### src/verilog/clint_pkg.sv
package clint_pkg;

    // response codes, only OKAY is ever returned
    localparam logic [1:0] RESP_OKAY = 2'b00;

    // register offsets within the CLINT window (single hart)
    localparam logic [15:0] MSIP_OFS     = 16'h0000;
    localparam logic [15:0] MTIMECMP_OFS = 16'h4000;
    localparam logic [15:0] MTIME_OFS    = 16'hbff8;

    // everything the master drives on the AXI4-Lite bus
    typedef struct packed {
        logic [63:0] awaddr;
        logic [2:0]  awprot;
        logic        awvalid;
        logic [63:0] wdata;
        logic [7:0]  wstrb;
        logic        wvalid;
        logic        bready;
        logic [63:0] araddr;
        logic [2:0]  arprot;
        logic        arvalid;
        logic        rready;
    } axil_req_t;

    // everything the slave drives back
    typedef struct packed {
        logic        awready;
        logic        wready;
        logic [1:0]  bresp;
        logic        bvalid;
        logic        arready;
        logic [63:0] rdata;
        logic [1:0]  rresp;
        logic        rvalid;
    } axil_rsp_t;

    // one register write, valid for a single cycle
    typedef struct packed {
        logic        en;
        logic [15:0] ofs;
        logic [63:0] data;
        logic [7:0]  strb;
    } reg_wr_t;

    typedef struct packed {
        logic        en;
        logic [15:0] ofs;
    } reg_rd_t;

endpackage

### src/verilog/axil_slave_port.sv
`timescale 1ns/1ps

module axil_slave_port (
    input  logic                 clk,
    input  logic                 rst_n,
    input  clint_pkg::axil_req_t bus_req,
    output clint_pkg::axil_rsp_t bus_rsp,
    output clint_pkg::reg_wr_t   wr,
    output clint_pkg::reg_rd_t   rd,
    input  logic [63:0]          rd_data
);

    logic        awready_q;
    logic        wready_q;
    logic        bvalid_q;
    logic        aw_en;
    logic        arready_q;
    logic        rvalid_q;
    logic [63:0] rdata_q;

    logic wr_start;
    logic wr_hs;
    logic b_hs;
    logic rd_start;
    logic rd_hs;
    logic r_hs;

    // AW and W are accepted together once both are present
    assign wr_start = !awready_q && aw_en && !bvalid_q
                      && bus_req.awvalid && bus_req.wvalid;
    assign wr_hs    = awready_q && wready_q && bus_req.awvalid && bus_req.wvalid;
    assign b_hs     = bvalid_q && bus_req.bready;

    assign rd_start = !arready_q && !rvalid_q && bus_req.arvalid;
    assign rd_hs    = arready_q && bus_req.arvalid;
    assign r_hs     = rvalid_q && bus_req.rready;

    // write channel readies and the pending flag
    always_ff @(posedge clk or negedge rst_n)
    begin
        if (!rst_n)
        begin
            awready_q <= 1'b0;
            wready_q  <= 1'b0;
            aw_en     <= 1'b1;
        end
        else
        begin
            if (wr_start)
            begin
                awready_q <= 1'b1;
                wready_q  <= 1'b1;
                aw_en     <= 1'b0;
            end
            else
            begin
                awready_q <= 1'b0;
                wready_q  <= 1'b0;
                // pending write is retired by the B handshake
                if (b_hs)
                    aw_en <= 1'b1;
            end
        end
    end

    // write response
    always_ff @(posedge clk or negedge rst_n)
    begin
        if (!rst_n)
            bvalid_q <= 1'b0;
        else if (wr_hs)
            bvalid_q <= 1'b1;
        else if (b_hs)
            bvalid_q <= 1'b0;
    end

    // read address ready one cycle after arvalid
    always_ff @(posedge clk or negedge rst_n)
    begin
        if (!rst_n)
            arready_q <= 1'b0;
        else
            arready_q <= rd_start;
    end

    always_ff @(posedge clk or negedge rst_n)
    begin
        if (!rst_n)
            rvalid_q <= 1'b0;
        else if (rd_hs)
            rvalid_q <= 1'b1;
        else if (r_hs)
            rvalid_q <= 1'b0;
    end

    // read data held stable until rready
    always_ff @(posedge clk)
    begin
        if (rd_hs)
            rdata_q <= rd_data;
    end

    // register side sees only the low 16 address bits
    assign wr.en   = wr_hs;
    assign wr.ofs  = bus_req.awaddr[15:0];
    assign wr.data = bus_req.wdata;
    assign wr.strb = bus_req.wstrb;

    assign rd.en   = rd_hs;
    assign rd.ofs  = bus_req.araddr[15:0];

    always_comb
    begin
        bus_rsp.awready = awready_q;
        bus_rsp.wready  = wready_q;
        bus_rsp.bresp   = clint_pkg::RESP_OKAY;
        bus_rsp.bvalid  = bvalid_q;
        bus_rsp.arready = arready_q;
        bus_rsp.rdata   = rdata_q;
        bus_rsp.rresp   = clint_pkg::RESP_OKAY;
        bus_rsp.rvalid  = rvalid_q;
    end

endmodule

### src/verilog/clint_timer.sv
`timescale 1ns/1ps

module clint_timer #(
    parameter int TICK_DIV = 4
) (
    input  logic               clk,
    input  logic               rst_n,
    input  clint_pkg::reg_wr_t wr,
    input  clint_pkg::reg_rd_t rd,
    output logic [63:0]        rd_data,
    output logic               timer_irq,
    output logic               soft_irq
);

    // keep at least one bit so TICK_DIV of 1 still elaborates
    localparam int CNT_W = (TICK_DIV > 1) ? $clog2(TICK_DIV) : 1;

    logic [CNT_W-1:0] presc;
    logic             tick;
    logic [63:0]      mtime;
    logic [63:0]      mtimecmp;
    logic             msip;
    logic             mtime_we;
    logic             mtimecmp_we;
    logic             msip_we;
    logic             cmp_q0;
    logic             cmp_q1;

    // byte-wise merge of new data into the old register value
    function automatic logic [63:0] merge_bytes(
        input logic [63:0] old_val,
        input logic [63:0] new_val,
        input logic [7:0]  strb
    );
        logic [63:0] res;
        res = old_val;
        for (int i = 0; i < 8; i++)
        begin
            if (strb[i])
                res[i*8 +: 8] = new_val[i*8 +: 8];
        end
        return res;
    endfunction

    assign mtime_we    = wr.en && (wr.ofs == clint_pkg::MTIME_OFS);
    assign mtimecmp_we = wr.en && (wr.ofs == clint_pkg::MTIMECMP_OFS);
    assign msip_we     = wr.en && (wr.ofs == clint_pkg::MSIP_OFS) && wr.strb[0];

    assign tick = (presc == CNT_W'(TICK_DIV - 1));

    // prescaler, restarted by any mtime write
    always_ff @(posedge clk or negedge rst_n)
    begin
        if (!rst_n)
            presc <= '0;
        else if (mtime_we || tick)
            presc <= '0;
        else
            presc <= presc + 1'b1;
    end

    always_ff @(posedge clk or negedge rst_n)
    begin
        if (!rst_n)
            mtime <= '0;
        else if (mtime_we)
            mtime <= merge_bytes(mtime, wr.data, wr.strb);
        else if (tick)
            mtime <= mtime + 64'd1;
    end

    always_ff @(posedge clk or negedge rst_n)
    begin
        if (!rst_n)
            mtimecmp <= '0;
        else if (mtimecmp_we)
            mtimecmp <= merge_bytes(mtimecmp, wr.data, wr.strb);
    end

    // msip has a single implemented bit
    always_ff @(posedge clk or negedge rst_n)
    begin
        if (!rst_n)
            msip <= 1'b0;
        else if (msip_we)
            msip <= wr.data[0];
    end

    // compare registered twice, pulse on the rising edge
    always_ff @(posedge clk or negedge rst_n)
    begin
        if (!rst_n)
        begin
            cmp_q0 <= 1'b0;
            cmp_q1 <= 1'b0;
        end
        else
        begin
            cmp_q0 <= (mtime >= mtimecmp);
            cmp_q1 <= cmp_q0;
        end
    end

    assign timer_irq = cmp_q0 && !cmp_q1;
    assign soft_irq  = msip;

    always_comb
    begin
        rd_data = '0;
        if (rd.en)
        begin
            case (rd.ofs)
                clint_pkg::MSIP_OFS:     rd_data = {63'd0, msip};
                clint_pkg::MTIMECMP_OFS: rd_data = mtimecmp;
                clint_pkg::MTIME_OFS:    rd_data = mtime;
                default:                 rd_data = '0;
            endcase
        end
    end

endmodule

### src/verilog/clint_top.sv
`timescale 1ns/1ps

module clint_top #(
    parameter int TICK_DIV = 4
) (
    input  logic                 clk,
    input  logic                 rst_n,
    input  clint_pkg::axil_req_t bus_req,
    output clint_pkg::axil_rsp_t bus_rsp,
    output logic                 timer_irq,
    output logic                 soft_irq
);

    clint_pkg::reg_wr_t wr;
    clint_pkg::reg_rd_t rd;
    logic [63:0]        rd_data;

    // bus handshake and register access strobes
    axil_slave_port port0 (
        .clk     (clk),
        .rst_n   (rst_n),
        .bus_req (bus_req),
        .bus_rsp (bus_rsp),
        .wr      (wr),
        .rd      (rd),
        .rd_data (rd_data)
    );

    // register file, mtime counter and interrupt outputs
    clint_timer #(
        .TICK_DIV (TICK_DIV)
    ) timer0 (
        .clk       (clk),
        .rst_n     (rst_n),
        .wr        (wr),
        .rd        (rd),
        .rd_data   (rd_data),
        .timer_irq (timer_irq),
        .soft_irq  (soft_irq)
    );

endmodule
### config.mk
export PLATFORM = sky130hd
export DESIGN_NAME = clint_top
export DESIGN_NICKNAME = d
export VERILOG_FILES = /design/src/verilog/clint_pkg.sv /design/src/verilog/axil_slave_port.sv /design/src/verilog/clint_timer.sv /design/src/verilog/clint_top.sv
export SDC_FILE = /design/constraint.sdc
export NUM_CORES = 1
export LEC_CHECK = 0
export ABC_AREA = 1
export BUFFER_PORTS_ARGS = -buffer_cell sky130_fd_sc_hd__buf_4
export CORE_UTILIZATION = 56
export CTS_BUF_LIST = sky130_fd_sc_hd__clkbuf_4 sky130_fd_sc_hd__clkbuf_8
export CTS_CLUSTER_DIAMETER = 50
export DETAILED_ROUTE_END_ITERATION = 10
export PLACE_DENSITY = 0.83
export REMOVE_ABC_BUFFERS = 1
export SYNTH_ARGS = -nofsm -noshare
export SYNTH_HDL_FRONTEND = slang
export SYNTH_SLANG_ARGS = --single-unit
### constraint.sdc
create_clock -name clk -period 2.8 [get_ports clk]
set_input_delay 0.56 -clock clk [delete_from_list [all_inputs] [get_ports clk]]
set_output_delay 0.56 -clock clk [all_outputs]
set_load 0.02 [all_outputs]
Yosys cells after proc, flatten, opt, wreduce, memory -nomap -nowiden
Index checks and enable logic that the tools add are counted.
{"block": "classes", "mux": 19, "addsub": 2, "reduce_logical": 44, "eq_ne": 13, "n_lt_le_gt_ge": 1}
{"cell": "case mux 64 bit (3 select lines)", "n": 1}
{"cell": "2-to-1 mux 64 bit", "n": 2}
{"cell": "adder 64 x 1 -> 64 bit, second input constant", "n": 1}
{"cell": ">= comparator 64 bit", "n": 1}
{"cell": "2-to-1 mux 8 bit", "n": 8}
{"cell": "equality test 16 x 15 -> 1 bit, second input constant", "n": 2}
{"cell": "equality test 16 bit, second input constant", "n": 2}
{"cell": "logical NOT 16 bit", "n": 2}
{"cell": "AND reduction 2 bit", "n": 16}
{"cell": "logical AND 1 bit", "n": 16}
{"cell": "!= test 2 bit, second input constant", "n": 8}
{"cell": "nonzero test 2 bit", "n": 4}
{"cell": "2-to-1 mux 1 bit", "n": 7}
{"cell": "logical NOT 1 bit", "n": 5}
{"cell": "adder 2 x 1 -> 2 bit, second input constant", "n": 1}
{"cell": "equality test 2 bit, second input constant", "n": 1}
{"cell": "2-to-1 mux 2 bit", "n": 1}
{"cell": "logical OR 1 bit", "n": 1}
{"block": "word_totals", "out_inout_bits": 75, "in_bits": 213, "register_bits": 202, "wordCells": 105}

Depth between registers and ports, before layout
{"block": "depth", "depth_word": 6, "ltp_mapped": 15, "ltp_nobuf": 15}

Cells and area by module
From an unflattened synthesis, not the netlist that was laid out.
{"block": "hier_totals", "cells_unflattened": 1951, "hier_area_um2": 13918.3}
{"mod": "clint_timer", "seq_area_each_um2": 3328.2, "area_per_inst_um2": 10919.2, "instances": 1, "cells_each": 1751}
{"mod": "axil_slave_port", "seq_area_each_um2": 2048.2, "area_per_inst_um2": 2999.1, "instances": 1, "cells_each": 200}

Least setup slack after synthesis
No wires, ideal clock.
{"block": "synth_timing", "kind": "input -> register", "start": "input port bus_req[1] in the netlist's numbering", "end": "register port0.rdata_q[0] (enable)", "setup_time_ns": 0.418, "t_arrival_ns": 1.857, "setup_slack_ns": 0.525, "cell_stages": 2, "required_time_ns": 2.382, "cell_sequence": "nand2_1 -> inv_1"}
{"block": "synth_via", "elab_chain_len": 1}
{"element": "start: declaration", "line": "clint_top.sv:8", "rtl": "input clint_pkg::axil_req_t bus_req,"}
{"element": "logical AND 1 bit", "line": "axil_slave_port.sv:35", "rtl": "assign rd_hs = arready_q && bus_req.arvalid;"}
{"element": "via port0.rd_hs", "line": "axil_slave_port.sv:25", "rtl": "logic rd_hs;"}
{"element": "end signal: assignment", "line": "axil_slave_port.sv:100", "rtl": "rdata_q <= rd_data;"}
{"element": "end: declaration", "line": "axil_slave_port.sv:19", "rtl": "logic [63:0] rdata_q;"}
The timed path passes the listed nets, and every way through them passes these cells.
A chain may end at the register's enable or synchronous reset.

Worst setup path after layout
{"block": "layout_timing", "start": "register timer0.mtime[44]", "end": "register timer0.cmp_q0"}
{"block": "layout_via", "elab_chain_len": 1}
{"element": "start: declaration", "line": "clint_timer.sv:20", "rtl": "logic [63:0] mtime;"}
{"element": "start signal: assignment", "line": "clint_timer.sv:67", "rtl": "mtime <= merge_bytes(mtime, wr.data, wr.strb);"}
{"element": "start signal: assignment", "line": "clint_timer.sv:69", "rtl": "mtime <= mtime + 64'd1;"}
{"element": ">= comparator 64 bit", "line": "clint_timer.sv:99", "rtl": "cmp_q0 <= (mtime >= mtimecmp);"}
{"element": "end signal: assignment", "line": "clint_timer.sv:99"}
{"element": "end: declaration", "line": "clint_timer.sv:26", "rtl": "logic cmp_q0;"}
Every way passes these cells.

==> results by group <==
Status
  – Status: finished with violations
  – Failing checks: negative hold slack

Yosys
  – Most used flip-flop cell after synthesis: dfrtp_1
  – Synth Register Bits: 202
  – Syn Inst Count: around 1700
  – Number of flops mapped to enable cells by yosys: 64
  – Synth warn: 0
  – Top-count cell post-synth: nand2_1
  – Post-synthesis async set-or-reset flop share: 0.683
  – Netlist cell types: 34
  – Top cells by area, synth: dfrtp_1, edfxtp_1, nand2_1
  – Share of the synthesized area in the top cell type: 0.277
  – Cell area after synthesis: ~12000 sq um
  – Cell accounting for the most synthesized area: dfrtp_1
  – Seq/Total Area, Yosys: 0.435
  – Mapped Avg Cell Area: roughly 7.4 sq um
  – Top cells by count, synth: nand2_1, inv_1, nor2_1

Layout
  – Area Overhead vs Synth: 21.8%
  – Share of cells above drive strength 1: 0.158
  – Nets: roughly 2200
  – ANT cells: 0

Job
  – Max cap viols: 0

GRT
  – Initial antenna violation count: 1
  – Met3 Use GR: 0.0594
  – Met1 usage: 0.449
  – First-pass GRT wire length: 59400 um
  – Met2 usage: 0.549
  – Busiest grt layer: met2
  – Global Route Usage Sum: 0.341
  – Largest net degree at the start of global routing: 65
  – Global route overflow: 0
  – Vias in the first global route: approximately 12000

Route
  – Drt first pass iters: 6
  – Vias: roughly 12000
  – Routed WL: around 38000 um
  – Routed WL per cell: approximately 17 um
  – Via-to-Cell Ratio: between 5 and 6
  – Initial DRC count: around 1200
  – Drt drc: 0
  – Antenna Violating Nets Remaining: 0

Power and ir drop
  – Pwr dens: around 440 nW/um^2
  – Leakage: slightly above 7 nW
  – Worst ir drop on vdd: roughly 370 uV

STA
  – Tightest Pin Transition: 0.942 ns
  – Fmax: ~0.42 GHz
  – Tcrit/Tclk final: 0.845
  – Slew margin rel.: 0.368
  – Fin crit period: about 2.4 ns
  – RSZ-0062 raised after global routing: false
  – Final setup fails: 0
  – Final Hold Viols: 4
  – Min Hold Slack: -0.00448 ns
  – Final Slew Violations: 0
  – Final setup skew: 0.0177 ns
  – Setup ws final: about 0.43 ns

Setup path
  – Reg2reg end: timer0.cmp_q0$_DFF_PN0_
  – CP max FO: 6
  – R2r setup slk: approximately 0.43 ns
  – Number of buffer and inverter stages on the critical path: 0
  – CP Launch Type: flip-flop
  – Critical path cell sequence: ha_1 > nand2_1 > nor4_1 > nand2_1 > nor3b_1 > nand2_1 > nand2_1
  – Slowest cell on crit path: nor4_1
  – WS Path Type: flip-flop to flip-flop
  – R2R depth: 7
  – R2r startpoint: timer0.mtime[44]$_DFFE_PN0P_
  – Critical Path Max Stage Delay: 0.56 ns
  – Top Family by Delay on Critical Path: simple AND/OR/NAND/NOR gates
  – Endpoint type of the worst setup path: flip-flop
  – Most used cell, CP: nand2_1
  – CP required: about 3.3 ns
  – Worst EP arrival: about 2.8 ns

CTS
  – CTS Buffer Depth: 3
  – Clock Tree Root: clkbuf_8
  – CTS Hold Bufs: 0
  – CTS resizes: 0
  – Postcts setup bufs: 0
  – CTS sink cnt: 202
  – H-tree depth: 2
  – CTS tree: yes
  – CTS buffer count: 37
  – Clock slew at reported path FFs: 0.06 ns
  – Worst-Skew Late Latency: 0.53 ns

Die
  – Io pins: about 290
  – Row Count: 53
  – Core Footprint: between 20000 and 25000 sq um
  – Die footprint: 22700 sq um
  – Die Span X: 151 um
  – Die H: 151 um
  – Starting Density: 0.579

Placed design
  – GP Congestion: a little under 1
  – Placed wire-length estimate: approximately 28000 um
  – I/O Buffers: 181
  – Setup WS pre-CTS: 0.327 ns

Min path
  – Hold WC Path Type: input pin to async pin
layout by cell type (no fill, tap or decap), drive strengths merged, types with 2 or more instances in the layout:
cell and count:
nand4 38, o22ai 51, o211ai 8, nor3b 2, clkbuf 55, bufinv 2, dfrtp 137, nor4 10
nor2 157, clkinv 9, edfxtp 64, conb 4, inv 248, buf 228, and2 6, ha 66
or2 5, o21ai 132, nand2 500, xor2 18, nand3 90, xnor2 3, a21oi 69, nor3 10
clkinvlp 2
power breakdown:
part	switching, mW	total (mW)	internal, mW	leakage, nW
clock network	1.27	3.04	1.78	0.419
logic	0.233	0.414	0.181	4.22
registers	0.0197	3.12	3.10	2.47
area by class of cell:
| cell class | instances | area, sq um |
|---|---|---|
| clock inverter | 13 | 113 |
| tap | 275 | 344 |
| fill | 1764 | 6300 |
| timing repair buffer | 228 | 1770 |
| clock buffer | 55 | 694 |
| multi-input combinational | 1173 | 5830 |
| inverter | 248 | 931 |
| sequential | 202 | 5380 |
worst max path at each step:
stage / startpoint / end / slack, ns / cells past startpoint
3_3_place_gp: bus_req[6] / port0.rdata_q[40]$_DFFE_PP_ / 0.34 / 7
2_1_floorplan: bus_req[6] / port0.rdata_q[12]$_DFFE_PP_ / -0.13 / 4
6_report: timer0.mtime[44]$_DFFE_PN0P_ / timer0.cmp_q0$_DFF_PN0_ / 0.43 / 7
4_1_cts: timer0.mtimecmp[47]$_DFFE_PN0P_ / timer0.cmp_q0$_DFF_PN0_ / 0.51 / 8
3_5_place_dp: bus_req[157] / timer0.mtime[17]$_DFFE_PN0P_ / 0.33 / 9
5_1_grt: timer0.mtime[0]$_DFFE_PN0P_ / timer0.mtime[55]$_DFFE_PN0P_ / 0.29 / 9
per-layer routing:
layer  wire length, um  share of wire
met2             17100           0.46
met1             15500           0.41
met5                 0              0
met3              3380          0.090
met4              1590          0.042
metrics by stage:
| step | std cells | utilization | total power [mW] | TNS (ns) | cell area, sq um |
|---|---|---|---|---|---|
| 2_1_floorplan | 1623 | - | 3.31 | -4.37 | 12100 |
| 3_3_place_gp | 2126 | 0.667 | 3.58 | 0 | 14200 |
| 3_5_place_dp | 2126 | 0.667 | 3.59 | 0 | 14200 |
| 6_report | 2194 | 0.705 | 6.58 | 0 | 15100 |
| 4_1_cts | 2194 | 0.705 | 6.63 | 0 | 15100 |
| 5_1_grt | 2194 | 0.705 | 6.78 | 0 | 15100 |
sequential cells by signal (all words and copies together) (netlist names):
signal	count
port0.rvalid_q	1
timer0.soft_irq	1
timer0.presc	2
port0.aw_en	1
port0.bvalid_q	1
timer0.cmp_q1	1
port0.arready_q	1
timer0.cmp_q0	1
timer0.mtime	64
port0.rdata_q	64
timer0.mtimecmp	64
port0.awready_q	1
kinds of logic (layout without fill, tap and decap cells):
family | count (synthesis) | after routing | share of synthesized area
compound gates | 263 | 263 | 0.114
flops | 202 | 202 | 0.435
other cells | 1 | 4 | 0.000303
simple gates | 819 | 819 | 0.274
xor+xnor | 21 | 21 | 0.0149
fa+ha+maj | 66 | 66 | 0.0668
buf+inv | 296 | 544 | 0.0947
Power figures use the tool's default switching activity.
